==> config.mk <==
export PLATFORM = sky130hd
export DESIGN_NAME = gbar_decode
export DESIGN_NICKNAME = d
export VERILOG_FILES = /design/src/gbar_pkg.sv /design/src/gbar_decode.sv
export VERILOG_INCLUDE_DIRS = /design/src /design/src/src
export SDC_FILE = /design/constraint.sdc
export NUM_CORES = 1
export LEC_CHECK = 0
export BUFFER_PORTS_ARGS = -buffer_cell sky130_fd_sc_hd__clkbuf_2
export CORE_AREA = 2 2 39 41
export CTS_CLUSTER_SIZE = 24
export DETAILED_ROUTE_END_ITERATION = 8
export DIE_AREA = 0 0 41 43
export REMOVE_ABC_BUFFERS = 1
export SYNTH_ARGS = -nofsm -noshare
export SYNTH_HDL_FRONTEND = slang
export SYNTH_SLANG_ARGS = --single-unit
==> constraint.sdc <==
create_clock -name clk -period 1.02 [get_ports clk]
set_input_delay 0.102 -clock clk [delete_from_list [all_inputs] [get_ports clk]]
set_output_delay 0.102 -clock clk [all_outputs]
set_load 0.02 [all_outputs]
==> src/gbar_consts.svh <==
/*
 * Sizing constants for the global barrier block.
 * Include this header in any file that needs core or barrier widths.
 * Change GBAR_NUM_CORES or GBAR_NUM_BARRIERS here and the derived
 * widths follow on their own.
 */
`ifndef GBAR_CONSTS_SVH
`define GBAR_CONSTS_SVH

// Number of cores in the cluster that can join a global barrier
`define GBAR_NUM_CORES 4

// Number of independent barrier ids tracked by the unit
`define GBAR_NUM_BARRIERS 4

// Width of a core id
`define GBAR_CORE_W $clog2(`GBAR_NUM_CORES)

// Width of a barrier id
`define GBAR_BAR_W $clog2(`GBAR_NUM_BARRIERS)

// Width of a participant count, which must hold the full core count
`define GBAR_CNT_W $clog2(`GBAR_NUM_CORES + 1)

`endif

==> src/gbar_pkg.sv <==
/*
 * Types shared by the global barrier block.
 * Holds the barrier opcode and the instruction, request and response
 * structs that travel between decode, arbiter, unit and release stage.
 * Compile this package before any module of the block.
 */
`include "gbar_consts.svh"

package gbar_pkg;

    // Barrier opcodes as seen by the per-core decoder
    // OP_LOCAL stays inside a core and is ignored by this block
    typedef enum logic [1:0] {
        OP_NONE   = 2'd0,
        OP_GLOBAL = 2'd1,
        OP_LOCAL  = 2'd2
    } gbar_op_t;

    // Barrier instruction issued by a core
    // The count field is the number of cores taking part
    typedef struct packed {
        gbar_op_t                op;
        logic [`GBAR_BAR_W-1:0]  bar_id;
        logic [`GBAR_CNT_W-1:0]  count;
    } gbar_instr_t;

    // Arrival request sent to the barrier unit
    // size_m1 is the participant count minus one, so it can be compared
    // straight against the number of cores already waiting
    typedef struct packed {
        logic [`GBAR_BAR_W-1:0]  bar_id;
        logic [`GBAR_CORE_W-1:0] core_id;
        logic [`GBAR_CNT_W-1:0]  size_m1;
    } gbar_req_t;

    // Release response, names the barrier that just completed
    typedef struct packed {
        logic [`GBAR_BAR_W-1:0]  bar_id;
    } gbar_rsp_t;

endpackage

==> src/gbar_decode.sv <==
/*
 * Per-core decoder for barrier instructions.
 * A legal global barrier becomes a registered arrival request stamped
 * with this core's id. A global barrier with an illegal participant
 * count raises a one-cycle error pulse instead. Other opcodes are dropped.
 * One instance sits in front of each core.
 */
`timescale 1ns/1ps
`include "gbar_consts.svh"

module gbar_decode #(
    parameter int CORE_ID = 0
) (
    input  logic                clk,
    input  logic                reset,
    input  logic                instr_valid,
    input  gbar_pkg::gbar_instr_t instr,
    output logic                dec_valid,
    output gbar_pkg::gbar_req_t dec_req,
    output logic                err
);
    import gbar_pkg::*;

    // Core id as it appears in the request
    localparam logic [`GBAR_CORE_W-1:0] CORE_ID_BITS = CORE_ID[`GBAR_CORE_W-1:0];

    logic is_global;
    logic count_ok;

    // Local barriers never leave the core, so only OP_GLOBAL matters here
    assign is_global = instr_valid && (instr.op == OP_GLOBAL);

    // A barrier needs at least one participant and no more than the cluster
    assign count_ok = (instr.count != '0) && (instr.count <= `GBAR_NUM_CORES);

    // Strobes for request and error, each one cycle after the instruction
    always_ff @(posedge clk) begin
        if (reset) begin
            dec_valid <= 1'b0;
            err       <= 1'b0;
        end else begin
            dec_valid <= is_global && count_ok;
            err       <= is_global && !count_ok;
        end
    end

    // Request payload, only meaningful while dec_valid is high
    always_ff @(posedge clk) begin
        if (is_global) begin
            dec_req.bar_id  <= instr.bar_id;
            dec_req.core_id <= CORE_ID_BITS;
            // Unit compares against the cores already waiting, hence minus one
            dec_req.size_m1 <= instr.count - 1'b1;
        end
    end

endmodule

; Yosys cells after proc, flatten, opt, wreduce, memory -nomap -nowiden
; Index checks and enable logic that the tools add are counted.
[totals]
register_bits = 7
input_bits = 10
out_inout_bits = 9
wordCells = 13
[op_classes]
addsub = 1
magnitude_cmp = 1
n_eq_ne = 1
reduce_logical = 6
[ops]
columns = operator, count
row1 = 1-bit logical AND, 4
row2 = "3-bit <= comparator, second input constant", 1
row3 = 3-bit nonzero test, 1
row4 = "3-bit by 1-bit subtractor with 3-bit output, second input constant", 1
row5 = "2-bit by 1-bit equality test with 1-bit output, second input constant", 1
row6 = 1-bit zero test, 1

; Longest topological paths before layout
; Gate-level depths: netlist of run 1.
[logic_depth]
word_depth = 4
depth_mapped = 4
mapped_depth_nobuf = 4

; Worst setup path before layout of run 1
; No wires, ideal clock.
[synth_path]
path_type = input port to flip-flop
from = in instr[0] (netlist name)
to = reg err
setup_ns = 0.117
t_arrival_ns = 0.631
t_required_ns = 0.903
path_slack_ns = 0.272
stages = 4
n_path_buf = 0
cell_sequence = inv_1 -> ha_1 -> xor2_1 -> nor3b_2
[synth_via]
elab_chain_cells = 4
word_cells_on_any_way = 5
classes_between = order compare (1) / reduce/logical (4)
[synth_rtl]
columns = element, line
row1 = from (decl), gbar_decode.sv:17  ; input gbar_pkg::gbar_instr_t instr,
row2 = 3-bit <= comparator (no line) or 3-bit nonzero test (tied branches), --
row3 = 1-bit logical AND (*), gbar_decode.sv:34  ; assign count_ok = (instr.count != '0) && (instr.count <= `GBAR_NUM_CORES);
row4 = 1-bit zero test (*), gbar_decode.sv:43  ; err <= is_global && !count_ok;
row5 = 1-bit logical AND (*), gbar_decode.sv:43
row6 = to (signal assigned), gbar_decode.sv:43
row7 = to (decl), gbar_decode.sv:20  ; output logic err
; Mark *: on every way between the ends. The rest lies on a longest branch, timed or not.
; A chain may end at the register's enable or synchronous reset.

; Worst setup path in the final report of run 1
[layout_path]
from = reg dec_req[0] (netlist name)
to = out dec_req[0] (netlist name)
[layout_lines]
columns = element, line
row1 = from (decl), gbar_decode.sv:19  ; output gbar_pkg::gbar_req_t dec_req,
; No word-level cell between the ends.

==> out/metrics.yaml, run 1 <==
holdWs_ps: 35.8
arrival_ps: 780
cts.path.max_buffers: 2
worstPathMaxFanout: 1
yosysTopAreaCell: "edfxtp_1"
fp.dieW_um: 41
vias_per_cell: 3.37
ant_nets: 0
hold_path_class: "in -> reg"
crit_end: "dec_req[0]"
drv_cap: 0
endpoint_kind: "output port"
fill_cells: 151
period_needed_ps: 881
avgSynthCellArea_sq_um: 14.2
cts_hold_buf: 0
root_buffer: "clkbuf_4"
crit_start: "dec_req[0]"
dp_hpwl_um: 336
cts_tree: "yes"
rsz0062_at_grt: "false"
drv_slew: 0
setup_viol: 0
vias: 182
cts_setup_buffers: 0
numCtsBuffers: 3
synth_area_sq_um: 270
post-route-period-util_pct: 86.4
fmax_ghz: 1.14
grtUsageTotal_pct: 5.48
ys_ff_latch: 7
worst_slack_ps: 139
yosysWarnings: 0
power.density_nw_per_um2: 1650
drc_errors: 0
grt_pass1_vias: 145
critical-path-max-stage-delay_ps: 370
critPathSlowestCell: "edfxtp_1"
drt-total-wl_um: 411
power_w: 0.000634
cts.clk_slew.worst_paths_ps: 50
worst-path-buf-inv: 1
fin_nets: 50
die-area_sq_um: 1760
path_cells: "clkbuf_2"
run_status: "finished, final reports clean"
first_pass_iters: 2
synthTopCellsByArea: "edfxtp_1 (56%), dfxtp_1 (15%), buf_4 (5.6%), inv_1 (5.6%), ha_1 (4.6%)"
drive_gt1_share_pct: 52.6
io_pins: 19
crit_family: "flip-flops"
num_rows: 14
antenna_found_initial: 0
syn_inst: 19
cp-start-kind: "flip-flop"
cts.sinks: 7
die_height_um: 43
final_area_sq_um: 385
grt_max_degree: 6
path_class: "reg -> out"
coreArea_sq_um: 1380
hp-start: "instr[3]"
hold_violations: 0
gr-total-overflow: 0
vdd_ir_drop_max_mv: 0.403
yosysTopAreaCellShare_pct: 55.6
start_util_pct: 19.5
path_depth: 1
seq_area_frac_synth_pct: 70.4
final.setup.tns_ps: 0
place_worst_setup_slack_ps: 131
p_leak_nw: 0.193
ctsHtreeMaxLevel: 1
n_antenna_cell: 0
gp_congestion: 0.592
hold_path_depth: 1
synth.distinct_cells: 10
drt_iter0_markers: 2
wl_per_cell_um: 7.61
syn2layout_area_growth_pct: 42.6
post_cts_resized: 0
place_area_sq_um: 359
grt_pass1_wl_um: 565
port_buffers: 16
worstPathRequired_ps: 920
-- per-stage QoR --
stage                     instances  utilization (%)
after global routing             54             27.8
after global placement           50             25.9
after detailed placement         50             25.9
after floorplan                  18                -
final                            54             27.8
after CTS                        54             27.8
-- synth_stat cells, drive strengths merged --
master and number:
xor2 1, dfxtp 2, ha 1, conb 1, edfxtp 5, buf 2
nor3b 1, nor3 1, inv 4, nand3b 1
-- registers in the layout, indices dropped and copies added, names as in the netlist --
signal	cells
err	1
dec_req	5
dec_valid	1
-- worst min-delay path by stage --
| stage | to | slack [ps] |
|---|---|---|
| 4_1_cts | dec_req[5] | 30 |
| 3_3_place_gp | dec_req[5] | 290 |
| 5_1_grt | dec_req[6] | 30 |
| 6_report | dec_req[5] | 40 |
| 2_1_floorplan | err | 170 |
| 3_5_place_dp | dec_req[6] | 290 |
-- cells by family (layout without fill, tap and decap cells) --
group | count (synthesis) | count (layout) | share of synthesized area [%]
flops | 7 | 7 | 70.4
buf+inv | 6 | 24 | 11.1
simple gates | 3 | 3 | 9.26
fa+ha+maj | 1 | 1 | 4.63
other cells | 1 | 2 | 1.39
xor+xnor | 1 | 1 | 3.24
-- power by group --
| group | internal [W] | total, W | switching [W] |
|---|---|---|---|
| clock | 0.000149 | 0.000246 | 0.0000967 |
| combinational | 0.0000268 | 0.0000672 | 0.0000404 |
| sequential | 0.000319 | 0.000322 | 0.00000261 |
| total | 0.000495 | 0.000634 | 0.000140 |
-- layout by cell type, fill, tap and decap left out --
cell type / instances
clkbuf_1: 1
clkbuf_4: 3
inv_1: 4
dfxtp_1: 2
clkbuf_2: 16
edfxtp_1: 5
ha_1: 1
nor3_1: 1
nor3b_2: 1
nand3b_1: 1
xor2_1: 1
conb_1: 2
-- final cells by class --
cell class                      instances  area, sq um  share of cell area [%]
Multi-Input combinational cell          7         53.8                    14.0
Sequential cell                         7          190                    49.4
Clock buffer                            4         26.3                    6.82
Inverter                                4         15.0                    3.90
Timing Repair Buffer                   16         80.1                    20.8
Tap cell                               16         20.0                    5.19
-- layer usage --
layer,vias to the layer above,part of all wire (%),track usage [%]
met5,-,0,0
met2,13,44,5.94
met3,2,11,3.14
met4,0,1.7,8.00
met1,73,43,5.65
li1,94,-,-
(Power assumes the default switching activity.)
==> inputs of run 2 (changes only) <==
--- a/config.mk
+++ b/config.mk
@@ -12,6 +12,7 @@
 export DETAILED_ROUTE_END_ITERATION = 8
 export DIE_AREA = 0 0 41 43
 export REMOVE_ABC_BUFFERS = 1
+export SKIP_LAST_GASP = 1
 export SYNTH_ARGS = -nofsm -noshare
 export SYNTH_HDL_FRONTEND = slang
 export SYNTH_SLANG_ARGS = --single-unit
==> constraint.sdc (replaced) <==
create_clock -name clk -period 1 [get_ports clk]
set_input_delay 0.1 -clock clk [delete_from_list [all_inputs] [get_ports clk]]
set_output_delay 0.1 -clock clk [all_outputs]
set_load 0.02 [all_outputs]
==> run 2 against run 1 <==
Utilization stayed put. Global-route usage up 0.51 points. Sequential power is 2% higher. Clock power down 2%. Routed wire length is 6.3% higher. Cell area stayed put. Combinational power increased by 4.2%. Critical path type unchanged. Largest cell class unchanged. Highest routed layer unchanged.
==> out/metrics.yaml, run 2 (synthesis gave the netlist of run 1 again) <==
first_pass_iters: 2  # unchanged
use_met2_pct: 7.50  # +1.6 points
drc_errors: 0  # unchanged
hold_path_depth: 2  # +1
endpoint_kind: "output port"
power.density_nw_per_um2: 1660  # +0.68%
critical-path-max-stage-delay_ps: 360  # about the same
die-area_sq_um: 1760  # unchanged
cts_hold_buf: 0  # unchanged
top_usage_layer: "met4"
power_w: 0.000639  # +0.68%
met1_usage_pct: 5.65  # unchanged
port_buffers: 16  # unchanged
n_antenna_cell: 0  # unchanged
largest_reg_flops: 5  # unchanged
rsz0062_at_grt: "false"
dp_hpwl_um: 370  # +10%
root_buffer: "clkbuf_4"
grt_use_met3_pct: 3.14  # unchanged
post-route-period-util_pct: 86.5
post_cts_resized: 0  # unchanged
regArea_sq_um: 190  # unchanged
run_status: "finished, final reports clean"
fill_cells: 156  # +3.3%
p_leak_nw: 0.193  # unchanged
switchingPower_w: 0.000134  # -3.7%
grtUsageTotal_pct: 5.98  # +0.51 points
critPathSlowestCell: "edfxtp_1"
internal-power_w: 0.000504  # +1.9%
cp-start-kind: "flip-flop"
vdd_ir_drop_max_mv: 0.412  # +2.1%
mostFrequentLayoutCell: "clkbuf_2"
num_rows: 14  # unchanged
die_height_um: 43  # unchanged
ctsHtreeMaxLevel: 1  # unchanged
reg_top3: "dec_req x5, dec_valid x1, err x1"
combPwrFrac_pct: 11.0  # +0.4 points
path_class: "reg -> out"
clkPwrFrac_pct: 37.6  # -1.1 points
final.setup.tns_ps: 0  # unchanged
worstPathRequired_ps: 900  # -20 ps
gp_congestion: 0.583  # -1.4%
hold_violations: 0  # unchanged
fmax_ghz: 1.16
period_needed_ps: 865
antenna_found_initial: 0  # unchanged
drt_iter0_markers: 10  # +8
switching_share_pct: 21.0  # -0.96 points
cts.sinks: 7  # unchanged
multiInputGateArea_sq_um: 53.8  # unchanged
worstPathMaxFanout: 1  # unchanged
wl_per_cell_um: 8.09  # +6.3%
crit_family: "flip-flops"
coreArea_sq_um: 1380  # unchanged
hold_path_class: "in -> reg"
arrival_ps: 770  # about the same
fin_nets: 50  # unchanged
vias_per_cell: 3.59  # +6.6%
drive_gt1_share_pct: 52.6  # unchanged
vias: 194  # +6.6%
gr-total-overflow: 0  # unchanged
io_pins: 19  # unchanged
fin_cells: 54  # unchanged
cts.clk_slew.worst_paths_ps: 50  # about the same
grt_max_degree: 6  # unchanged
setup_viol: 0  # unchanged
cts.path.max_buffers: 2  # unchanged
path_cells: "clkbuf_2"
ant_nets: 0  # unchanged
grt_pass1_vias: 174  # +20%
final_cell_mix: "clkbuf_2 (16), edfxtp_1 (5), inv_1 (4)"
drv_cap: 0  # unchanged
seq_power_share_pct: 51.4  # +0.7 points
path_depth: 1  # unchanged
final_util_pct: 27.8  # unchanged
cts_tree: "yes"
dp_cells: 50  # unchanged
syn2layout_area_growth_pct: 42.6  # unchanged
drv_slew: 0  # unchanged
cts_setup_buffers: 0  # unchanged
fp.dieW_um: 41  # unchanged
largest_register: "dec_req"
grt_pass1_wl_um: 621  # +9.9%
drt-total-wl_um: 437  # +6.3%
numCtsBuffers: 3  # unchanged
start_util_pct: 19.5  # unchanged
worst-path-buf-inv: 1  # unchanged
run 2: power groups by stage:
stage / Clock (W) / Sequential (W) / Combinational [W]
after floorplan: 0 / 0.000350 / 0.0000231
after global placement: 0 / 0.000334 / 0.0000691
after detailed placement: 0 / 0.000334 / 0.0000709
after CTS: 0.000251 / 0.000329 / 0.0000711
after global routing: 0.000275 / 0.000329 / 0.0000768
final: 0.000240 / 0.000328 / 0.0000700
run 2: path summary, 6_finish.rpt:
check,from,endpoint,slack [ps]
worst max-delay path,dec_req[0],dec_req[0],130
worst min-delay path,reset,err,40
run 2: area by class of cell:
class                           instances  share of cell area, %
Timing Repair Buffer                   16                   20.8
Tap cell                               16                   5.19
Sequential cell                         7                   49.4
Clock buffer                            4                   6.82
Inverter                                4                   3.90
Multi-Input combinational cell          7                   14.0
run 2: routing by layer:
layer | wire length [um] | up-vias
met4 | 10 | 0
met3 | 51 | 2
met5 | 0 | -
li1 | - | 95
met2 | 208 | 13
met1 | 166 | 84
run 2: through the flow:
stage | hold slack, ps | instance area, sq um | worst slack, ps
global route | 22.6 | 385 | 89.9
floorplan | 170 | 259 | 254
finish | 40.5 | 385 | 135
CTS | 33.6 | 385 | 117
detailed placement | 289 | 359 | 42.9
global placement | 286 | 359 | 103
