File: config.mk
export PLATFORM = sky130hd
export DESIGN_NAME = gbar_unit
export DESIGN_NICKNAME = d
export VERILOG_FILES = /design/src/gbar_pkg.sv /design/src/gbar_unit.sv
export VERILOG_INCLUDE_DIRS = /design/src /design/src/src
export SDC_FILE = /design/constraint.sdc
export NUM_CORES = 1
export LEC_CHECK = 0
export BUFFER_PORTS_ARGS = -buffer_cell sky130_fd_sc_hd__buf_2
export CELL_PAD_IN_SITES_DETAIL_PLACEMENT = 1
export CELL_PAD_IN_SITES_GLOBAL_PLACEMENT = 2
export CORE_MARGIN = 4
export CORE_UTILIZATION = 34
export CTS_BUF_LIST = sky130_fd_sc_hd__clkbuf_8
export DETAILED_ROUTE_END_ITERATION = 10
export PLACE_DENSITY = 0.76
export SLEW_MARGIN = 20
export SYNTH_ARGS = -nofsm -noshare
export SYNTH_HDL_FRONTEND = slang
export SYNTH_SLANG_ARGS = --single-unit
File: constraint.sdc
create_clock -name clk -period 3.06 [get_ports clk]
set_input_delay 0.459 -clock clk [delete_from_list [all_inputs] [get_ports clk]]
set_output_delay 0.459 -clock clk [all_outputs]
set_load 0.02 [all_outputs]
File: src/gbar_consts.svh
/*
 * Sizing constants for the global barrier block.
 * Include this header in any file that needs core or barrier widths.
 * Change GBAR_NUM_CORES or GBAR_NUM_BARRIERS here and the derived
 * widths follow on their own.
 */
`ifndef GBAR_CONSTS_SVH
`define GBAR_CONSTS_SVH

// Number of cores in the cluster that can join a global barrier
`define GBAR_NUM_CORES 4

// Number of independent barrier ids tracked by the unit
`define GBAR_NUM_BARRIERS 4

// Width of a core id
`define GBAR_CORE_W $clog2(`GBAR_NUM_CORES)

// Width of a barrier id
`define GBAR_BAR_W $clog2(`GBAR_NUM_BARRIERS)

// Width of a participant count, which must hold the full core count
`define GBAR_CNT_W $clog2(`GBAR_NUM_CORES + 1)

`endif

File: src/gbar_pkg.sv
/*
 * Types shared by the global barrier block.
 * Holds the barrier opcode and the instruction, request and response
 * structs that travel between decode, arbiter, unit and release stage.
 * Compile this package before any module of the block.
 */
`include "gbar_consts.svh"

package gbar_pkg;

    // Barrier opcodes as seen by the per-core decoder
    // OP_LOCAL stays inside a core and is ignored by this block
    typedef enum logic [1:0] {
        OP_NONE   = 2'd0,
        OP_GLOBAL = 2'd1,
        OP_LOCAL  = 2'd2
    } gbar_op_t;

    // Barrier instruction issued by a core
    // The count field is the number of cores taking part
    typedef struct packed {
        gbar_op_t                op;
        logic [`GBAR_BAR_W-1:0]  bar_id;
        logic [`GBAR_CNT_W-1:0]  count;
    } gbar_instr_t;

    // Arrival request sent to the barrier unit
    // size_m1 is the participant count minus one, so it can be compared
    // straight against the number of cores already waiting
    typedef struct packed {
        logic [`GBAR_BAR_W-1:0]  bar_id;
        logic [`GBAR_CORE_W-1:0] core_id;
        logic [`GBAR_CNT_W-1:0]  size_m1;
    } gbar_req_t;

    // Release response, names the barrier that just completed
    typedef struct packed {
        logic [`GBAR_BAR_W-1:0]  bar_id;
    } gbar_rsp_t;

endpackage

File: src/gbar_unit.sv
/*
 * Global barrier unit.
 * Keeps one arrival mask per barrier id. On each arrival it counts the
 * cores already waiting on that id. If the arrival is the last participant
 * the mask is cleared and a release response goes out one cycle later,
 * otherwise the arriving core is added to the mask.
 * The unit accepts a request on every cycle.
 */
`timescale 1ns/1ps
`include "gbar_consts.svh"

module gbar_unit (
    input  logic                clk,
    input  logic                reset,
    input  logic                req_valid,
    input  gbar_pkg::gbar_req_t req,
    output logic                rsp_valid,
    output gbar_pkg::gbar_rsp_t rsp
);
    localparam int CNT_W = `GBAR_CNT_W;

    // One bit per core for every barrier id
    logic [`GBAR_NUM_BARRIERS-1:0][`GBAR_NUM_CORES-1:0] masks;
    logic [`GBAR_NUM_CORES-1:0]                         cur_mask;
    logic [CNT_W-1:0]                                   arrived;
    logic                                               complete;

    assign cur_mask = masks[req.bar_id];

    // Population count of the cores already waiting on this id
    always_comb begin
        arrived = '0;
        for (int i = 0; i < `GBAR_NUM_CORES; i++) begin
            arrived = arrived + CNT_W'(cur_mask[i]);
        end
    end

    // The last participant is the one that finds size_m1 others waiting
    // A count of one therefore completes with an empty mask
    assign complete = req_valid && (arrived == req.size_m1);

    always_ff @(posedge clk) begin
        if (reset) begin
            masks     <= '0;
            rsp_valid <= 1'b0;
        end else begin
            rsp_valid <= complete;
            if (complete) begin
                // Free the id at once so it can be reused right away
                masks[req.bar_id] <= '0;
            end else if (req_valid) begin
                masks[req.bar_id][req.core_id] <= 1'b1;
            end
        end
    end

    // Response payload follows the completing request
    always_ff @(posedge clk) begin
        if (complete) begin
            rsp.bar_id <= req.bar_id;
        end
    end

    // A core stays stalled until release, so it cannot arrive twice
    no_double_arrival : assert property (
        @(posedge clk) disable iff (reset) req_valid |-> !cur_mask[req.core_id]);

endmodule

Yosys cells after proc, flatten, opt, wreduce, memory -nomap -nowiden
Index checks and enable logic that the tools add are counted.
{ "word_totals": {"ramBits": 0, "word_cells": 31, "latch_bits": 0, "mem_bits_ro": 0, "mem_count": 0, "ff_bits": 19, "output_inout_bits": 3, "input_bits": 10} }
{ "classes": {"n_reduce_logical": 4, "div": 0, "eq_ne": 1, "bitwise_logic": 3, "n_mul": 0, "shifts": 0, "addsub": 3, "muxes": 10, "order_cmp": 4} }
{ "ops": {"columns": ["cell", "count"], "rows": [
  ["$mux W16", 2],
  ["$and A16 B16 Y16", 1],
  ["$demux W4 S2", 2],
  ["$not A16 Y16", 1],
  ["$or A16 B16 Y16", 1],
  ["$mux W4", 3],
  ["$bmux W4 S2", 1],
  ["$lt A2 B3 Y1 const B", 2],
  ["$ge A2 B1 Y1 const B", 2],
  ["$add A2 B1 Y3", 1],
  ["$add A3 B1 Y3", 1],
  ["$eq A3 B3 Y1", 1],
  ["$logic_and A1 B1 Y1", 3],
  ["$add A1 B1 Y2", 1],
  ["$demux W1 S2", 1],
  ["$reduce_bool A2 Y1", 1],
  ["$mux W1", 1]
]} }

Depth between registers and ports, before layout
Gate-level depths: netlist of run 1.
{ "depth": {"word_depth": 9, "mapped_depth": 9, "mapped_depth_nobuf": 7} }

Worst setup path before layout of run 1
Ideal clock, no wire load.
{ "synth_path": {"path_kind": "input to register", "startpoint": "input req[6] (netlist bit)", "endpoint": "register rsp[0] (netlist bit) (enable)", "setup_ns": 0.367, "t_arrival_ns": 2.859, "required_time_ns": 2.693, "stages": 8, "setup_slack_ns": -0.166, "path_buffers": 2, "cell_sequence": "buf_4 > clkbuf_1 > mux4_2 > fa_1 > ha_1 > ha_1 > xor2_1 > nor4b_4"} }
{ "synth_via": {"elab_chain_cells": 7} }
{ "synth_lines": {"columns": ["item", "line_no", "source"], "rows": [
  ["start, declared", "gbar_unit.sv:16", "input gbar_pkg::gbar_req_t req,"],
  ["$bmux W4 S2 (*)", "gbar_unit.sv:28", "assign cur_mask = masks[req.bar_id];"],
  ["$mux W4 (not written as such) (*)", "gbar_unit.sv:28", null],
  ["$add A1 B1 Y2", "gbar_unit.sv:34", "arrived = arrived + CNT_W'(cur_mask[i]);"],
  ["$add A2 B1 Y3", "gbar_unit.sv:34", null],
  ["$add A3 B1 Y3 (*)", "gbar_unit.sv:34", null],
  ["$eq A3 B3 Y1 (*)", "gbar_unit.sv:40", "assign complete = req_valid && (arrived == req.size_m1);"],
  ["$logic_and A1 B1 Y1 (*)", "gbar_unit.sv:40", null],
  ["via complete", "gbar_unit.sv:26", "logic complete;"],
  ["end, declared", "gbar_unit.sv:18", "output gbar_pkg::gbar_rsp_t rsp"]
]} }
Mark *: on every way through the listed nets, which the timed path passes. The rest lies on a longest branch. The select of a mux whose other input is x is not followed.
A chain may end at the register's enable or synchronous reset.

Final worst setup path of run 1
{ "layout_path": {"startpoint": "input req[5] (netlist bit)", "endpoint": "register masks[9] (netlist bit)"} }
{ "layout_via": {"elab_chain_cells": 8, "word_cells_on_any_way": 20, "classes_between": "3 x add/sub; 2 x order compare; 1 x eq/ne; 8 x mux; 3 x bitwise; 3 x reduce/logical"} }
{ "layout_lines": {"columns": ["item", "line_no", "source"], "rows": [
  ["$bmux W4 S2", "gbar_unit.sv:28", null],
  ["$mux W4 (not written as such)", "gbar_unit.sv:28", null],
  ["$add A1 B1 Y2", "gbar_unit.sv:34", null],
  ["$add A2 B1 Y3", "gbar_unit.sv:34", null],
  ["$add A3 B1 Y3", "gbar_unit.sv:34", null],
  ["$eq A3 B3 Y1", "gbar_unit.sv:40", null],
  ["$logic_and A1 B1 Y1", "gbar_unit.sv:40", null],
  ["$mux W16 or $reduce_bool A2 Y1 (tied branches)", null, null],
  ["end signal, assigned", "gbar_unit.sv:44", "masks <= '0;"],
  ["end signal, assigned by index", "gbar_unit.sv:50", "masks[req.bar_id] <= '0;"],
  ["end signal, assigned by index", "gbar_unit.sv:52", "masks[req.bar_id][req.core_id] <= 1'b1;"],
  ["end, declared", "gbar_unit.sv:23", "logic [`GBAR_NUM_BARRIERS-1:0][`GBAR_NUM_CORES-1:0] masks;"]
]} }
Parallel ways exist; a longest one is shown, timed or not. The select of a mux whose other input is x is not followed.

==> out/results.tsv, run 1 <==
metric	value	unit
Initial Util	0.358	
HP Class	register to register	
Worst path slowest cell	mux4_2	
CP startpoint	req[5]	
Slew Viols, Final	0	
critical path class	input pin to register	
combinational family with the most area after synthesis	compound AO/OA/AOI/OAI gates	
CP Capture Type	register	
Simple-Gate Fraction of Synth Area	0.141	
clk_skew	0.00589	ns
initial drt markers	25	
DIE AREA	0.00352	mm²
vias in the first global route	747	
hold_buf cts	0	
PwrDens	459	mW/mm²
final worst-path cycle share	0.933	
# clock sinks	19	
postcts setup bufs	0	
arrival time at the worst endpoint	3.01	ns
Fill cells	285	
MaxCap Viol Count	0	
Ant. Diodes	0	
port bufs	12	
Compound-Gate Fraction of Synth Area	0.204	
drt pass-1 iters	4	
initial antenna violation count	0	
CP required	3.21	ns
overall power	498	µW
worst skew pair latency	0.26	ns
drt via density	5.50	
CTS clk-pin slew, worst paths	0.06	ns
xor/xnor share of the synthesized area	0.0294	
Hold Startpoint	masks[5]	
adder-cell share of the synthesized area	0.0503	
drc violations	0	
final core utilization	0.434	
Slew Limit Headroom	0.600	
ANT nets after route	0	
Mapped Area	895	µm²
post-CTS sizing	0	
WL final	2.23	mm
Startpoint Class	input pin	
Yosys warning count	0	
Hold Fails Final Rpt	0	
most used cell, CP	ha_1	
sequential area share after synthesis	0.448	
Yosys cell types	24	
CTS Buf Count	3	
leakage dissipation	0.436	nW
row cnt	18	
die extent in y	59.3	µm
Avg WL per Cell	17.2	µm
CTS tree	built	
worst slew pin tran	0.599	ns
# setup viols final	0	
post-route minimum period	2.86	ns
Reg area	400	µm²
total core area	0.00250	mm²
Yosys reg bits	19	
H-tree depth	1	
root buffer cell	clkbuf_8	
layout cells sized above 1	0.320	
CP cell instances	buf_2 > mux4_2 > fa_1 > ha_1 > ha_1 > xor2_2 > o41ai_2 > buf_4 > nor2_1	
worst vdd ir	0.223	mV
Max FO, Critical Path	4	
status	finished, final reports clean	
pin count of the biggest net entering global routing	13	
area occupied by multi-input gates	478	µm²
Die X-Extent	59.3	µm
Post-Syn Instances	80	
synthesized area per cell	11.2	µm²
via count	715	
syn_nets	93	
reg2reg start	masks[8]	
first-pass GRT wire length	3.62	mm
proportion of synthesized area in mux cells	0.101	
final net count	114	
RD Place Congestion	0.756	
Longest Clk Path Bufs	2	
worst hold slack	0.478	ns
post-detail-place hpwl	1.78	mm
IO Count	13	
RSZ-0062 raised after global routing	false	
max incr delay on CP	0.54	ns
area grow syn2layout	21.4	%
total grt overflow	0	
GRT Total Usage	0.146	
Peak Freq	350	MHz
==> through the flow <==
step / cell area [µm²] / worst slack, ns / instances / setup TNS (ns)
finish: 1090 / 0.204 / 130 / 0
global route: 1090 / 0.126 / 130 / 0
CTS: 1090 / 0.198 / 130 / 0
detailed placement: 1040 / -0.0615 / 126 / -0.400
global placement: 1040 / -0.0258 / 126 / -0.127
floorplan: 910 / 0.00840 / 80 / 0
==> sequential cells by signal (all words and copies together), names as in the netlist <==
signal	cells
rsp	2
rsp_valid	1
masks	16
==> per-layer routing <==
layer / part of all wire / global-route usage / vias to the layer above
li1: - / - / 343
met1: 0.48 / 0.191 / 354
met2: 0.46 / 0.222 / 14
met3: 0.045 / 0.0392 / 4
met4: 0.015 / 0.0680 / 0
met5: 0 / 0 / -
==> power breakdown <==
group / switching, mW / internal, mW / total [mW]
registers: 0.00308 / 0.257 / 0.260
clock network: 0.0809 / 0.0905 / 0.171
logic: 0.0389 / 0.0279 / 0.0668
total: 0.123 / 0.375 / 0.498
==> layout by cell type, fill, tap and decap left out, types with 3 or more instances in the layout <==
master and instances:
a21oi_1 12, a211oi_1 4, a31oi_1 4, nor2_1 10, clkbuf_8 3, buf_2 12, mux4_2 4, buf_4 8
dfxtp_1 17, a311oi_1 4
==> final timing paths <==
path / to / slack (ns) / depth (start not counted)
max reg2reg: masks[9] / 0.28 / 8
min reg2reg: masks[5] / 0.48 / 2
min: masks[5] / 0.48 / 2
max: masks[9] / 0.20 / 9
==> layout make-up <==
| type | instances | share of cell area |
|---|---|---|
| multi-input combinational | 56 | 0.440 |
| timing repair buffer | 20 | 0.111 |
| sequential | 19 | 0.369 |
| tap | 30 | 0.0346 |
| clock buffer | 3 | 0.0380 |
| clock inverter | 1 | 0.00461 |
| inverter | 1 | 0.00346 |
==> Yosys cell counts <==
cell type,instances,area share
buf_1,1,0.0042
inv_1,1,0.0042
edfxtp_1,2,0.067
nor2_1,10,0.042
nor2b_1,2,0.014
xor2_1,3,0.029
fa_1,1,0.022
nor3b_1,1,0.0084
buf_4,1,0.0084
and3b_1,2,0.020
dfxtp_1,17,0.38
nand3b_1,2,0.017
and2_1,1,0.0070
o41ai_2,2,0.036
clkbuf_1,1,0.0042
a211oi_1,4,0.034
nor4b_4,1,0.027
a311oi_1,4,0.039
ha_1,2,0.028
buf_2,1,0.0056
mux4_2,4,0.10
a21oi_1,12,0.067
and3_1,1,0.0070
a31oi_1,4,0.028
==> logic make-up after synthesis <==
logic type                 count (synthesis)
and+or+nand+nor                           20
muxes                                      4
xor gates and xnor gates                   3
AOI/OAI and AO/OA                         26
DFF                                       19
adders and majority gates                  3
buffers and inverters                      5
==> critical path: cells and delay by family <==
family                     cells  cell delay (ns)
and+or+nand+nor                1             0.04
muxes                          1             0.54
buffers and inverters          2             0.35
AOI/OAI and AO/OA              1             0.42
xor gates and xnor gates       1             0.20
adders and majority gates      3             0.99
(Power assumes the default switching activity.)
==> inputs of run 2 (changes only) <==
- CELL_PAD_IN_SITES_DETAIL_PLACEMENT: 1 -> not set
- CELL_PAD_IN_SITES_GLOBAL_PLACEMENT: 2 -> not set
- CORE_UTILIZATION: 34 -> 52
- PLACE_DENSITY: 0.76 -> 0.77
==> run 2 against run 1 <==
Net effect: via count rose by 1.8%; combinational power is 4.6% lower; critical path type unchanged; clock skew shrank 0.0037 ns; non-clock buffer count decreased by 2; die area down 30%.
==> out/results.tsv, run 2 (synthesis results as in run 1) <==
metric	value	unit
fin area	0.00105	mm²
CP required	3.21	ns
Longest Clk Path Bufs	2	
drc violations	0	
PwrDens	467	mW/mm²
final core utilization	0.675	
CTS tree	built	
arrival time at the worst endpoint	2.96	ns
global route hottest layer	met2	
Slew Viols, Final	0	
WL final	2.02	mm
commonest non-fill, non-tap cell in the layout	dfxtp_1	
final net count	112	
via count	728	
grt met2 use	0.295	
Avg WL per Cell	17.7	µm
area grow syn2layout	17.6	%
Hold Fails Final Rpt	0	
worst vdd ir	0.349	mV
met3 Use GR	0.0512	
port bufs	12	
overall power	491	µW
ANT nets after route	0	
critical path class	input pin to register	
MaxCap Viol Count	0	
Initial Util	0.574	
RD Place Congestion	0.902	
GRT Total Usage	0.181	
post-route minimum period	2.81	ns
Peak Freq	355	MHz
root buffer cell	clkbuf_8	
total grt overflow	0	
Die X-Extent	49.5	µm
postcts setup bufs	0	
worst hold slack	0.475	ns
post-CTS sizing	0	
row cnt	14	
CTS clk-pin slew, worst paths	0.07	ns
drt pass-1 iters	4	
final worst-path cycle share	0.919	
IO Count	13	
most frequent cells in the layout	17 x dfxtp_1, 12 x a21oi_1, 12 x buf_2	
Top reg by flops	masks	
CTS Buf Count	3	
GR Util met1	0.228	
vias in the first global route	724	
layout cells sized above 1	0.296	
Final Non-Filler Cells	114	
CP Capture Type	register	
total core area	0.00156	mm²
initial antenna violation count	0	
Slew Limit Headroom	0.615	
biggest regs	masks (16), rsp (2), rsp_valid (1)	
max FFs per register	16	
HP Class	register to register	
H-tree depth	1	
hold_buf cts	0	
Post-Place Cell Area	0.00101	mm²
worst slew pin tran	0.576	ns
die extent in y	49.5	µm
drt via density	6.39	
first-pass GRT wire length	3.34	mm
worst skew pair latency	0.25	ns
# setup viols final	0	
status	finished, final reports clean	
Max FO, Critical Path	4	
pin count of the biggest net entering global routing	14	
clk_skew	0.00215	ns
RSZ-0062 raised after global routing	false	
DIE AREA	0.00245	mm²
Placed Cells	110	
post-detail-place hpwl	1.53	mm
Startpoint Class	input pin	
leakage dissipation	0.427	nW
# clock sinks	19	
initial drt markers	48	
Ant. Diodes	0	
## run 2: area by class of cell
| cell class | count | area [µm²] |
|---|---|---|
| clock inverter | 1 | 3.75 |
| clock buffer | 3 | 41.3 |
| inverter | 1 | 3.75 |
| multi-input combinational | 56 | 478 |
| sequential | 19 | 400 |
| timing repair buffer | 18 | 105 |
| tap | 16 | 20.0 |
| fill | 121 | 507 |
## run 2: path summary, 6_finish.rpt
path	from	endpoint	slack, ns	cells past startpoint
min reg2reg	masks[10]	masks[10]	0.47	2
max	req[5]	masks[8]	0.25	9
min	masks[10]	masks[10]	0.47	2
max reg2reg	masks[12]	masks[8]	0.27	8
## run 2: power by group
part | total, mW | switching [mW] | internal (mW)
Combinational | 0.0637 | 0.0375 | 0.0262
Clock | 0.167 | 0.0783 | 0.0891
Sequential | 0.260 | 0.00303 | 0.257
## run 2: metal layers
layer | up-vias | wire, µm
li1 | 340 | -
met1 | 337 | 859
met2 | 37 | 933
met3 | 14 | 144
met4 | 0 | 80
met5 | - | 0
## run 2: metrics by stage
step / setup TNS [ns] / setup slack, ns
5_1_grt: 0 / 0.155
3_5_place_dp: -0.0252 / -0.0148
2_1_floorplan: 0 / 0.00840
3_3_place_gp: 0 / 0.0144
4_1_cts: 0 / 0.240
6_report: 0 / 0.247
## run 2: worst max-delay path: stages
cell and delay, ns:
buf_2 0.13, mux4_2 0.53, fa_1 0.47, ha_1 0.22, ha_1 0.30, xor2_2 0.19, o41ai_2 0.41, buf_4 0.19
nor2_1 0.05
