<file path="src/gbar_consts.svh">
/*
 * Sizing constants for the global barrier block.
 * Include this header in any file that needs core or barrier widths.
 * Change GBAR_NUM_CORES or GBAR_NUM_BARRIERS here and the derived
 * widths follow on their own.
 */
`ifndef GBAR_CONSTS_SVH
`define GBAR_CONSTS_SVH

// Number of cores in the cluster that can join a global barrier
`define GBAR_NUM_CORES 4

// Number of independent barrier ids tracked by the unit
`define GBAR_NUM_BARRIERS 4

// Width of a core id
`define GBAR_CORE_W $clog2(`GBAR_NUM_CORES)

// Width of a barrier id
`define GBAR_BAR_W $clog2(`GBAR_NUM_BARRIERS)

// Width of a participant count, which must hold the full core count
`define GBAR_CNT_W $clog2(`GBAR_NUM_CORES + 1)

`endif

</file>
<file path="src/gbar_pkg.sv">
/*
 * Types shared by the global barrier block.
 * Holds the barrier opcode and the instruction, request and response
 * structs that travel between decode, arbiter, unit and release stage.
 * Compile this package before any module of the block.
 */
`include "gbar_consts.svh"

package gbar_pkg;

    // Barrier opcodes as seen by the per-core decoder
    // OP_LOCAL stays inside a core and is ignored by this block
    typedef enum logic [1:0] {
        OP_NONE   = 2'd0,
        OP_GLOBAL = 2'd1,
        OP_LOCAL  = 2'd2
    } gbar_op_t;

    // Barrier instruction issued by a core
    // The count field is the number of cores taking part
    typedef struct packed {
        gbar_op_t                op;
        logic [`GBAR_BAR_W-1:0]  bar_id;
        logic [`GBAR_CNT_W-1:0]  count;
    } gbar_instr_t;

    // Arrival request sent to the barrier unit
    // size_m1 is the participant count minus one, so it can be compared
    // straight against the number of cores already waiting
    typedef struct packed {
        logic [`GBAR_BAR_W-1:0]  bar_id;
        logic [`GBAR_CORE_W-1:0] core_id;
        logic [`GBAR_CNT_W-1:0]  size_m1;
    } gbar_req_t;

    // Release response, names the barrier that just completed
    typedef struct packed {
        logic [`GBAR_BAR_W-1:0]  bar_id;
    } gbar_rsp_t;

endpackage

</file>
<file path="src/gbar_release.sv">
/*
 * Release stage of the global barrier block.
 * Remembers which barrier id each core waits on and holds that core's
 * stall from one cycle after its decoded request. When the unit reports a
 * completed id, every core waiting on it gets a one-cycle release pulse
 * and its stall drops in the same cycle.
 */
`timescale 1ns/1ps
`include "gbar_consts.svh"

module gbar_release (
    input  logic                                      clk,
    input  logic                                      reset,
    input  logic [`GBAR_NUM_CORES-1:0]                dec_valid,
    input  gbar_pkg::gbar_req_t [`GBAR_NUM_CORES-1:0] dec_req,
    input  logic                                      rsp_valid,
    input  gbar_pkg::gbar_rsp_t                       rsp,
    output logic [`GBAR_NUM_CORES-1:0]                stall,
    output logic [`GBAR_NUM_CORES-1:0]                bar_release
);
    // Barrier id each core is waiting on, valid while its stall is high
    logic [`GBAR_BAR_W-1:0] wait_id [`GBAR_NUM_CORES];
    logic [`GBAR_NUM_CORES-1:0] hit;

    // Only cores already stalled can match, so a request decoded in the
    // same cycle as a response waits for the next completion of that id
    always_comb begin
        for (int c = 0; c < `GBAR_NUM_CORES; c++) begin
            hit[c] = rsp_valid && stall[c] && (wait_id[c] == rsp.bar_id);
        end
    end

    always_ff @(posedge clk) begin
        for (int c = 0; c < `GBAR_NUM_CORES; c++) begin
            if (dec_valid[c]) begin
                wait_id[c] <= dec_req[c].bar_id;
            end
        end
    end

    always_ff @(posedge clk) begin
        if (reset) begin
            stall       <= '0;
            bar_release <= '0;
        end else begin
            bar_release <= hit;
            // Release clears the stall, a new request raises it
            stall       <= (stall & ~hit) | dec_valid;
        end
    end

    // Catches a core that issued another barrier while it was still stalled
    for (genvar c = 0; c < `GBAR_NUM_CORES; c++) begin : g_issue_chk
        no_issue_while_stalled : assert property (
            @(posedge clk) disable iff (reset) dec_valid[c] |-> !stall[c]);
    end

endmodule

</file>
<file path="config.mk">
export PLATFORM = sky130hd
export DESIGN_NAME = gbar_release
export DESIGN_NICKNAME = d
export VERILOG_FILES = /design/src/gbar_pkg.sv /design/src/gbar_release.sv
export VERILOG_INCLUDE_DIRS = /design/src /design/src/src
export SDC_FILE = /design/constraint.sdc
export NUM_CORES = 1
export LEC_CHECK = 0
export BUFFER_PORTS_ARGS = -buffer_cell sky130_fd_sc_hd__buf_2
export CORE_MARGIN = 1
export CORE_UTILIZATION = 38
export CTS_BUF_LIST = sky130_fd_sc_hd__clkbuf_16
export DETAILED_ROUTE_END_ITERATION = 6
export HOLD_SLACK_MARGIN = 0.05
export PLACE_DENSITY_LB_ADDON = 0.15
export SLEW_MARGIN = 15
export SYNTH_ARGS = -nofsm -noshare
export SYNTH_HDL_FRONTEND = slang
export SYNTH_SLANG_ARGS = --single-unit
</file>
<file path="constraint.sdc">
create_clock -name clk -period 1.7 [get_ports clk]
set_clock_uncertainty 0.2 [all_clocks]
set_input_delay 0.17 -clock clk [delete_from_list [all_inputs] [get_ports clk]]
set_output_delay 0.17 -clock clk [all_outputs]
set_load 0.005 [all_outputs]
</file>
== Yosys cells after proc, flatten, opt, wreduce, memory -nomap -nowiden ==
Memories as Yosys holds them, arrays and structs flattened.
Cells that the tools add are included.
Storage, ports and cells
  bits in registers: 8
  bits of input ports: 37
  word-level logic and storage cells: 26
  output and inout port bits: 8
  bits in writable memories: 8
  memories kept: 1
Operators by class
  reduce and logical (&&, ||, !) cells: 8
  muxes and demuxes: 8
  bitwise operators: 3
  eq/ne operators: 4
Memory list
  wait_id: depth 4, width 2, rd ports 4, clocked after Yosys merged registers in 0, wr ports 4, line gbar_release.sv:22  | logic [`GBAR_BAR_W-1:0] wait_id [`GBAR_NUM_CORES];
Operators with widths (number)
  $eq 2x2->1: 4
  $logic_and 1x1->1: 8
  $mux 1: 8
  $and 4x4->4: 1
  $not 4->4: 1
  $or 4x4->4: 1

== Logic depth before layout (Yosys ltp) ==
Gate-level depths: netlist (run 1).
  word-level depth: 5
  depth in mapped cells: 2
  depth with buffers taken out: 2

== Worst setup path after synthesis (run 1) ==
No wires, ideal clock.
  kind: reg2reg
  start point: memory wait_id[1][1] (netlist bit)
  end point: register stall[1]
  setup slack: 0.519 ns
  cell stages (with the launch flop): 3
  data required time: 1.375 ns
  arrival: 0.856 ns
  library setup time: 0.125 ns
  clock period less this slack: 1.181 ns
  path buffers: 0
  cells stage by stage: edfxtp_1 -> xor2_1 -> o41a_1
RTL lines
  from (decl): line gbar_release.sv:22
  to (signal assigned): line gbar_release.sv:48  | stall <= (stall & ~hit) | dec_valid;
  to (decl): line gbar_release.sv:18  | output logic [`GBAR_NUM_CORES-1:0] stall,

== Worst setup path after layout (run 1) ==
  start point: input port rsp_valid
  end point: register stall[1]
Between the ends
  longest elaborated chain between the ends: 5
RTL lines
  from (decl): line gbar_release.sv:16  | input logic rsp_valid,
  $logic_and 1x1->1 (2 in a row): line gbar_release.sv:29  | hit[c] = rsp_valid && stall[c] && (wait_id[c] == rsp.bar_id);
  $not 4->4: line gbar_release.sv:48
  $and 4x4->4: line gbar_release.sv:48
  $or 4x4->4: line gbar_release.sv:48
No other way between the ends.
A chain may end at the register's enable or synchronous reset.

==> results of run 1 <==
-- metal layers --
metal / up-vias / global-route usage [%]
met3: 0 / 4.31
met5: - / 0
met4: 0 / 5.63
met2: 15 / 23.4
met1: 217 / 19.8
li1: 244 / -
-- worst paths after layout --
check | depth (start not counted) | end | slack [ns] | startpoint
setup reg to reg | 2 | stall[2] | 0.47 | wait_id[2][0]
hold reg to reg | 2 | bar_release[2] | 0.27 | stall[2]
hold / removal | 3 | stall[0] | 0.16 | rsp[1]
setup / recovery | 4 | stall[1] | 0.30 | rsp_valid
-- worst max-delay path: cells and delay by family --
| kind | cells | cell delay (ns) |
|---|---|---|
| buffers and inverters | 3 | 0.74 |
| AO/OA/AOI/OAI | 1 | 0.41 |
-- sequential cells by signal, summed over array words and instances, names as in the netlist --
register	flops
stall	4
wait_id	8
bar_release	4
-- placed cells by master (no fill, tap or decap) --
| master | netlist | layout |
|---|---|---|
| sky130_fd_sc_hd__xor2_1 | 4 | 4 |
| sky130_fd_sc_hd__a311oi_1 | 2 | 2 |
| sky130_fd_sc_hd__and3b_1 | 2 | 2 |
| sky130_fd_sc_hd__clkbuf_16 | 0 | 3 |
| sky130_fd_sc_hd__xnor2_1 | 4 | 4 |
| sky130_fd_sc_hd__dlygate4sd3_1 | 0 | 14 |
| sky130_fd_sc_hd__o41a_1 | 2 | 2 |
| sky130_fd_sc_hd__o21ba_2 | 2 | 2 |
| sky130_fd_sc_hd__nor2_1 | 2 | 2 |
| sky130_fd_sc_hd__clkinv_1 | 0 | 1 |
| sky130_fd_sc_hd__buf_2 | 0 | 24 |
| sky130_fd_sc_hd__dfxtp_1 | 8 | 8 |
| sky130_fd_sc_hd__and3_2 | 2 | 2 |
| sky130_fd_sc_hd__nor3_1 | 2 | 2 |
| sky130_fd_sc_hd__edfxtp_1 | 8 | 8 |
| sky130_fd_sc_hd__inv_1 | 1 | 1 |
| sky130_fd_sc_hd__nand3b_1 | 2 | 2 |
| sky130_fd_sc_hd__nor2b_1 | 2 | 2 |
-- through the flow --
step	util, %	hold slack (ns)	cell area [µm²]	cells
4_1_cts	64.5	0.157	971	101
2_1_floorplan	-	0.0421	612	43
3_5_place_dp	49.9	0.148	752	83
6_report	64.5	0.156	971	101
5_1_grt	64.5	0.184	971	101
3_3_place_gp	49.9	0.147	752	83
-- power groups by stage --
stage | clock, µW | sequential [µW] | combinational [µW]
2_1_floorplan | 0 | 453 | 39.2
3_3_place_gp | 0 | 452 | 83.3
3_5_place_dp | 0 | 453 | 84.8
4_1_cts | 455 | 446 | 110
5_1_grt | 476 | 448 | 121
6_report | 448 | 446 | 110
-- logic make-up after synthesis --
kind of cell    after synthesis  synth area share, %
simple gates                 12                 12.7
xor+xnor                      8                 11.5
flops                        16                 65.4
buf+inv                       1                0.613
compound gates                6                 9.82
-- layout make-up --
type / count / area share, %
timing repair buffer: 38 / 26.8
clock inverter: 1 / 0.387
multi-input combinational: 26 / 21.4
inverter: 1 / 0.387
sequential: 16 / 41.2
tap: 16 / 2.06
clock buffer: 3 / 7.73
==> metrics.cfg, run 1 <==
[global_routing]
grt_first_pass_wirelength_um = 1980
globalRouteTotalUtil_pct = 15.0
grt_start_max_net_pins = 10
grt_remaining_overflow = 0
grt_antenna_before_repair = 0
vias_in_the_first_global_route = 481

[sta]
tightestPinTransition_ns = 0.198
drv_slew = 0
max_freq_mhz = 712
final.period_utilization_pct = 82.6
final-hold-violation-count = 0
setup_ws_ns = 0.296
timing.final.crit_period_ns = 1.40
finalSetupTns_ns = 0
rsz0062_at_grt = no
timing.max_slew.rel_slack_pct = 86.7
final-setup-viol-count = 0

[routing]
avgRoutedWirePerCell_um = 11.3
total_number_of_vias = 476
postRouteWirelength_um = 1140
maxUsedRoutingLayer = met3
route.layer.met1.wl_um = 551
1st_pass_router_iterations = 3
route.detailed.vias_per_inst = 4.71
met2WireLength_um = 540
dr.first_iter.drc_count = 7
drc_errors = 0
drtAntennaViolNets = 0
met3_wire_len_um = 49

[worst_setup_path]
timing.critical_path.to_type = register
crit_arrival_ns = 1.33
crit_required_ns = 1.62
criticalPathCategory = primary input to register
slowest_stage = sky130_fd_sc_hd__dlygate4sd3_1
start_kind = primary input
delay_of_the_slowest_cell_on_the_worst_path_ns = 0.51
worst-path-max-fanout = 7
crit_path_cell_trace = dlygate4sd3_1 > buf_2 > inv_1 > o41a_1

[clock_tree]
post_cts_hold_buffer_count = 14
clock_root_buffer = sky130_fd_sc_hd__clkbuf_16
tritoncts.num_buffers = 3
post_cts.repair.setup_buffers = 0
clockBufferDepth = 2
cts_tree = built
htree_levels = 1
post_cts_resize_count = 0
cts_num_sinks = 16
cts.reportedPaths.clkPinSlew_ns = 0.05
worstSkewPairLatency_ns = 0.24

[logic_synthesis]
netlist_top_cells_area = sky130_fd_sc_hd__edfxtp_1, sky130_fd_sc_hd__dfxtp_1, sky130_fd_sc_hd__xnor2_1
mean_area_per_synthesized_cell_um2 = 14.2
yosysWarnings = 0
synth_fp_nets = 80
list_of_most_frequent_post_synthesis_cells = sky130_fd_sc_hd__dfxtp_1, sky130_fd_sc_hd__edfxtp_1, sky130_fd_sc_hd__xnor2_1, sky130_fd_sc_hd__xor2_1
proportion_of_synthesized_chip_area_in_sequential_cells_pct = 65.4
ys.flop_type = sky130_fd_sc_hd__edfxtp_1
yosys_register_bits = 16
netlist_instances = 43
synth_top_cell_area_share_pct = 39.3
number_of_enable_flip_flop_cells_after_synthesis = 8
ys_async_sr_fraction_pct = 0
synth_cell_types = 14
yosys.area.top_type = sky130_fd_sc_hd__edfxtp_1
syn_area_um2 = 612

[floorplan]
die_w_um = 42.1
boundaryPins = 45
starting_density_of_the_core_pct = 40.6
placeableCoreArea_um2 = 1510
overall_die_area_um2 = 1770
placementRows = 14
dieHeight_um = 42.1

[final_layout]
drive_gt1_share_pct = 36.5
layout-area-overhead-vs-synth_pct = 58.7
finalNetCount = 123
multiInputGateArea_um2 = 208
ff_latch_area_um2 = 400
diodes = 0
fillerInstances = 118

[pwr]
report.power.total_uw = 1000
power_share_of_the_clock_group_pct = 44.7
total_switching_power_uw = 193
comb_power_share_pct = 10.9
p_leak_uw = 0.000424
internal-power_uw = 811
power.sequential.fraction_pct = 44.4
power-per-cell-area_nw_per_um2 = 1030
power_switching_share_pct = 19.2
power.ir.vdd_worst_v = 0.000720

[place]
port_buffers = 24
place_congestion = 0.612
place_ws_ns = 0.474
dpl.hpwl_um = 771

[status]
status = finished clean

[run]
count_of_maximum_capacitance_violations = 0

[hold_path]
holdCritPathClass = primary input to register

No activity file was read; power rests on OpenSTA's default activity.
==> run 2: changes to the inputs <==
--- a/config.mk
+++ b/config.mk
@@ -8,7 +8,7 @@
 export LEC_CHECK = 0
 export BUFFER_PORTS_ARGS = -buffer_cell sky130_fd_sc_hd__buf_2
 export CORE_MARGIN = 1
-export CORE_UTILIZATION = 38
+export CORE_UTILIZATION = 34
 export CTS_BUF_LIST = sky130_fd_sc_hd__clkbuf_16
 export DETAILED_ROUTE_END_ITERATION = 6
 export HOLD_SLACK_MARGIN = 0.05
==> constraint.sdc (replaced) <==
create_clock -name clk -period 1.1 [get_ports clk]
set_clock_uncertainty 0.2 [all_clocks]
set_input_delay 0.11 -clock clk [delete_from_list [all_inputs] [get_ports clk]]
set_output_delay 0.11 -clock clk [all_outputs]
set_load 0.005 [all_outputs]
==> metrics.cfg, run 2 (synthesis gave the netlist of run 1 again) <==
[pwr]
comb_power_share_pct = 11.8
power.ir.vdd_worst_v = 0.00127
power.sequential.fraction_pct = 44.0
total_switching_power_uw = 308
power_switching_share_pct = 19.6
internal-power_uw = 1260
power-per-cell-area_nw_per_um2 = 1570
p_leak_uw = 0.000442
power_share_of_the_clock_group_pct = 44.2

[worst_setup_path]
crit_path_cell_trace = xor2_1 > o41a_1
worst-path-max-fanout = 2
slowest_stage = sky130_fd_sc_hd__edfxtp_1
crit_buf_inv = 0
crit_arrival_ns = 1.17
critical_path.top_delay_family = flip-flops
timing.critical_path.to_type = register
criticalPathCategory = register to register
delay_of_the_slowest_cell_on_the_worst_path_ns = 0.39
crit_required_ns = 1.02
start_kind = register

[sta]
final.period_utilization_pct = 113
rsz0062_at_grt = yes
timing.max_slew.rel_slack_pct = 82.3
finalSetupTns_ns = -0.321
final-hold-violation-count = 10
setup_ws_ns = -0.148
drv_slew = 0
timing.final.crit_period_ns = 1.25
max_freq_mhz = 801
tightestPinTransition_ns = 0.265
final-setup-viol-count = 3
finalHoldWorstSlack_ns = -0.0826

[hold_path]
holdCritPathClass = primary input to register

[final_layout]
fillerInstances = 125
finalNetCount = 125
drive_gt1_share_pct = 44.8
layout_commonest_cell = sky130_fd_sc_hd__buf_2
diodes = 0
commonest_cells_after_routing_fill_and_taps_aside = sky130_fd_sc_hd__buf_2, sky130_fd_sc_hd__dlygate4sd3_1, sky130_fd_sc_hd__dfxtp_1, sky130_fd_sc_hd__edfxtp_1, sky130_fd_sc_hd__buf_4
largestRegisters = wait_id (8), bar_release (4), stall (4)
largest_register_ffs = 8
max_flop_register = wait_id
layout-area-overhead-vs-synth_pct = 63.2

[clock_tree]
clock_root_buffer = sky130_fd_sc_hd__clkbuf_16
cts_num_sinks = 16
worstSkewPairLatency_ns = 0.24
tritoncts.num_buffers = 3
cts_tree = built
cts.reportedPaths.clkPinSlew_ns = 0.05
htree_levels = 1
clockBufferDepth = 2

[routing]
avgRoutedWirePerCell_um = 11.0
dr.first_iter.drc_count = 4
route.detailed.vias_per_inst = 4.37
total_number_of_vias = 485
drc_errors = 0
drtAntennaViolNets = 0
postRouteWirelength_um = 1220
1st_pass_router_iterations = 4

[place]
place_congestion = 0.625
dpl.hpwl_um = 851
port_buffers = 24

[global_routing]
grt_remaining_overflow = 0
globalRouteTotalUtil_pct = 13.5
grt_start_max_net_pins = 10
vias_in_the_first_global_route = 468
grt_first_pass_wirelength_um = 1910
grt_antenna_before_repair = 0

[floorplan]
dieHeight_um = 44.4
overall_die_area_um2 = 1970
placementRows = 14
die_w_um = 44.4
boundaryPins = 45
starting_density_of_the_core_pct = 38.4
placeableCoreArea_um2 = 1590

[status]
status = complete, but fails checks
violated_checks = hold timing, setup timing

[run]
count_of_maximum_capacitance_violations = 0

==> run 2: power groups by stage <==
stage	logic (µW)	clock network, µW	registers (µW)
2_1_floorplan	60.5	0	699
3_3_place_gp	143	0	700
3_5_place_dp	146	0	701
6_report	186	695	691
5_1_grt	204	736	694
4_1_cts	177	701	689
==> run 2: worst paths after layout <==
path,start,end,slack [ns],cells past startpoint
max,wait_id[2][0],stall[2],-0.15,2
min,dec_valid[1],wait_id[1][0],-0.08,1
max reg2reg,wait_id[2][0],stall[2],-0.15,2
min reg2reg,stall[1],bar_release[1],0.28,2
==> run 2: per-layer routing <==
layer	GRT usage [%]	part of all wire, %	vias up
li1	-	-	245
met1	16.8	48	227
met2	22.9	49	13
met3	3.67	3.0	0
met4	3.64	0	0
met5	0	0	-
==> run 2: repair_timing <==
action,4_1_cts,5_1_grt
hold buffers,8,2
endpoints found under the hold margin,22,12
pin swaps,1,0
setup buffers,1,0
resized for setup,1,1
endpoints found under the setup margin,2,5
==> run 2: through the flow <==
| stage | instance area (µm²) | utilization, % | total power (µW) | std cells | worst slack (ns) |
|---|---|---|---|---|---|
| floorplan | 612 | - | 760 | 43 | -0.0810 |
| detailed placement | 800 | 50.2 | 846 | 96 | -0.124 |
| finish | 998 | 62.6 | 1570 | 111 | -0.148 |
| global route | 998 | 62.6 | 1630 | 111 | -0.164 |
| CTS | 971 | 60.9 | 1570 | 109 | -0.130 |
| global placement | 800 | 50.2 | 843 | 96 | -0.114 |
==> run 2: cell type report <==
type / instances / area (µm²) / area share (%)
clock buffer: 3 / 75.1 / 7.52
clock inverter: 1 / 3.75 / 0.376
inverter: 1 / 3.75 / 0.376
multi-input combinational: 26 / 220 / 22.1
sequential: 16 / 400 / 40.1
tap: 24 / 30.0 / 3.01
timing repair buffer: 40 / 265 / 26.6
==> run 2: worst reg2reg max path, cell delays in order, from the launching register on <==
cell,delay (ns)
sky130_fd_sc_hd__edfxtp_1,0.39
sky130_fd_sc_hd__xor2_1,0.17
sky130_fd_sc_hd__o41a_1,0.36
==> run 3: changes to the inputs <==
--- a/config.mk
+++ b/config.mk
@@ -6,11 +6,13 @@
 export SDC_FILE = /design/constraint.sdc
 export NUM_CORES = 1
 export LEC_CHECK = 0
+export ABC_AREA = 1
 export BUFFER_PORTS_ARGS = -buffer_cell sky130_fd_sc_hd__buf_2
 export CORE_MARGIN = 1
-export CORE_UTILIZATION = 34
+export CORE_UTILIZATION = 37
 export CTS_BUF_LIST = sky130_fd_sc_hd__clkbuf_16
 export DETAILED_ROUTE_END_ITERATION = 6
+export GPL_TIMING_DRIVEN = 0
 export HOLD_SLACK_MARGIN = 0.05
 export PLACE_DENSITY_LB_ADDON = 0.15
 export SLEW_MARGIN = 15
==> metrics.cfg, run 3 <==
[routing]
route.detailed.vias_per_inst = 4.24
postRouteWirelength_um = 1330
dr.first_iter.drc_count = 8
total_number_of_vias = 606
drc_errors = 0
avgRoutedWirePerCell_um = 9.28
drtAntennaViolNets = 0
1st_pass_router_iterations = 4

[global_routing]
grt_start_max_net_pins = 10
grt_antenna_before_repair = 0
grt_remaining_overflow = 0
grt_first_pass_wirelength_um = 2070
globalRouteTotalUtil_pct = 14.4
vias_in_the_first_global_route = 537

[sta]
drv_slew = 0
tightestPinTransition_ns = 0.402
timing.final.crit_period_ns = 1.09
max_freq_mhz = 919
final-setup-viol-count = 0
finalHoldWorstSlack_ns = 0.0477
rsz0062_at_grt = yes
final-hold-violation-count = 0
final.period_utilization_pct = 98.9
finalSetupTns_ns = 0
timing.max_slew.rel_slack_pct = 73.2

[logic_synthesis]
yosysMostFrequentCell = sky130_fd_sc_hd__inv_1
synth_top_cell_area_share_pct = 33.4
synth_fp_nets = 116
mean_area_per_synthesized_cell_um2 = 9.11
post_synthesis_share_of_cell_area_spent_on_full_adders_half_adders_and_majority_gates_pct = 0
ys_async_sr_fraction_pct = 0
yosys.area_share.simple_pct = 23.3
post_synth_xor_xnor_area_pct = 0
number_of_enable_flip_flop_cells_after_synthesis = 8
synth_cell_types = 12
yosys.area.top_type = sky130_fd_sc_hd__edfxtp_1
yosys_register_bits = 16
syn_area_um2 = 719
netlist_top_cells_area = sky130_fd_sc_hd__edfxtp_1, sky130_fd_sc_hd__dfxtp_1, sky130_fd_sc_hd__inv_1
proportion_of_synthesized_chip_area_in_sequential_cells_pct = 55.7
ys.flop_type = sky130_fd_sc_hd__edfxtp_1
synth_top_family_by_area = simple AND/OR/NAND/NOR gates
netlist_instances = 79
yosysWarnings = 0
synth_compound_gate_area_share_pct = 9.04
synth.mux.area_fraction_pct = 0
list_of_most_frequent_post_synthesis_cells = sky130_fd_sc_hd__inv_1, sky130_fd_sc_hd__nand2_1, sky130_fd_sc_hd__dfxtp_1, sky130_fd_sc_hd__edfxtp_1, sky130_fd_sc_hd__nand2_2

[worst_setup_path]
timing.critical_path.to_type = register
crit_arrival_ns = 1.00
start_kind = register
crit_buf_inv = 0
delay_of_the_slowest_cell_on_the_worst_path_ns = 0.41
crit_path_cell_trace = nand2_2 > nand3_2 > o21bai_2 > a21oi_1
worstSetupPathDepth = 4
criticalPathCategory = register to register
worstRegToRegCells = 4
critical_path.top_delay_family = flip-flops
worst-path-max-fanout = 2
slowest_stage = sky130_fd_sc_hd__edfxtp_1
crit_required_ns = 1.01

[final_layout]
finalNetCount = 156
fillerInstances = 162
drive_gt1_share_pct = 36.4
diodes = 0
max_flop_register = wait_id
final_cells = 143
ff_latch_area_um2 = 402
largest_register_ffs = 8
largestRegisters = wait_id (8), bar_release (4), stall (4)
layout_commonest_cell = sky130_fd_sc_hd__buf_2
layout-area-overhead-vs-synth_pct = 48.2
commonest_cells_after_routing_fill_and_taps_aside = sky130_fd_sc_hd__buf_2, sky130_fd_sc_hd__inv_1, sky130_fd_sc_hd__nand2_1, sky130_fd_sc_hd__dlygate4sd3_1, sky130_fd_sc_hd__edfxtp_1
multiInputGateArea_um2 = 233

[floorplan]
placeableCoreArea_um2 = 1780
overall_die_area_um2 = 2120
starting_density_of_the_core_pct = 40.4
boundaryPins = 45
placementRows = 15
die_w_um = 46.1
dieHeight_um = 46.1

[clock_tree]
cts_num_sinks = 16
post_cts.repair.setup_buffers = 0
clock_root_buffer = sky130_fd_sc_hd__clkbuf_16
cts.reportedPaths.clkPinSlew_ns = 0.05
worstSkewPairLatency_ns = 0.24
tritoncts.num_buffers = 3
cts_tree = built
clockBufferDepth = 2
htree_levels = 1

[hold_path]
hold_crit_depth = 4
holdCritPathClass = primary input to register

[place]
port_buffers = 23
dpl.hpwl_um = 901
placed_cell_count = 127
place_congestion = 0.773

[pwr]
total_switching_power_uw = 315
power.sequential.fraction_pct = 44.2
internal-power_uw = 1250
power-per-cell-area_nw_per_um2 = 1470
power.ir.vdd_worst_v = 0.00107
power_share_of_the_clock_group_pct = 43.8
comb_power_share_pct = 12.1
p_leak_uw = 0.000549
power_switching_share_pct = 20.2

[run]
count_of_maximum_capacitance_violations = 0

[status]
status = finished clean

## run 3: cell types whose count changed in the layout (fill, tap and decap cells not counted), sizes merged, moves of 4 or more
cell    change
nand2      +24
xnor2       -4
xor2        -4
inv        +21
buf         -7
o21bai      +4
a21oi       +4
nand3       +4
## run 3: worst register-to-register path, stage by stage (launching register included)
cell,delay [ns]
sky130_fd_sc_hd__edfxtp_1,0.41
sky130_fd_sc_hd__nand2_2,0.08
sky130_fd_sc_hd__nand3_2,0.09
sky130_fd_sc_hd__o21bai_2,0.11
sky130_fd_sc_hd__a21oi_1,0.07
## run 3: logic make-up (layout without fill, tap and decap cells)
kind of cell	Yosys count	count (layout)
AO/OA/AOI/OAI	8	8
buffers and inverters	23	62
flip-flops	16	16
AND/OR/NAND/NOR	32	32
## run 3: path summary, 6_finish.rpt
kind         slack [ns]     startpoint             end
max reg2reg        0.01  wait_id[3][0]        stall[3]
max                0.01  wait_id[3][0]        stall[3]
min                0.05         rsp[0]  bar_release[2]
min reg2reg        0.34       stall[2]        stall[2]
## run 3: stage by stage
stage                     cell area [µm²]  utilization (%)  setup slack, ns  total power [µW]
after global placement                866             48.6          0.00819               855
after floorplan                       719                -           0.0705               792
final                                1070             59.8           0.0118              1560
after global routing                 1070             59.8          -0.0570              1650
after detailed placement              866             48.6         0.000167               858
after CTS                            1060             59.7          0.00690              1590
## run 3: power by group through the flow
stage	sequential [µW]	clock, µW	combinational (µW)
after global placement	701	0	154
after CTS	691	709	189
after global routing	697	737	213
after floorplan	700	0	92.3
after detailed placement	702	0	157
final	691	685	189
## run 3: cell type report
type | instances | area share (%)
clock inverter | 1 | 0.352
multi-input combinational | 40 | 21.8
clock buffer | 3 | 7.04
inverter | 22 | 7.75
timing repair buffer | 35 | 22.1
buffer | 1 | 0.352
sequential | 16 | 37.7
tap | 25 | 2.93
## run 3: what timing repair did
action | in CTS | in global routing
hold endpoints to repair | 22 | 0
endpoints found under the setup margin | 1 | 4
pin swaps | 1 | 6
resized for setup | 0 | 1
hold buffers | 12 | 0
## run 3: per-layer routing
| metal | vias to the layer above | track usage, % | share of wire [%] |
|---|---|---|---|
| li1 | 318 | - | - |
| met1 | 271 | 16.3 | 43 |
| met2 | 15 | 24.2 | 52 |
| met3 | 2 | 3.53 | 4.0 |
| met4 | 0 | 8.82 | 0.90 |
| met5 | - | 0 | 0 |
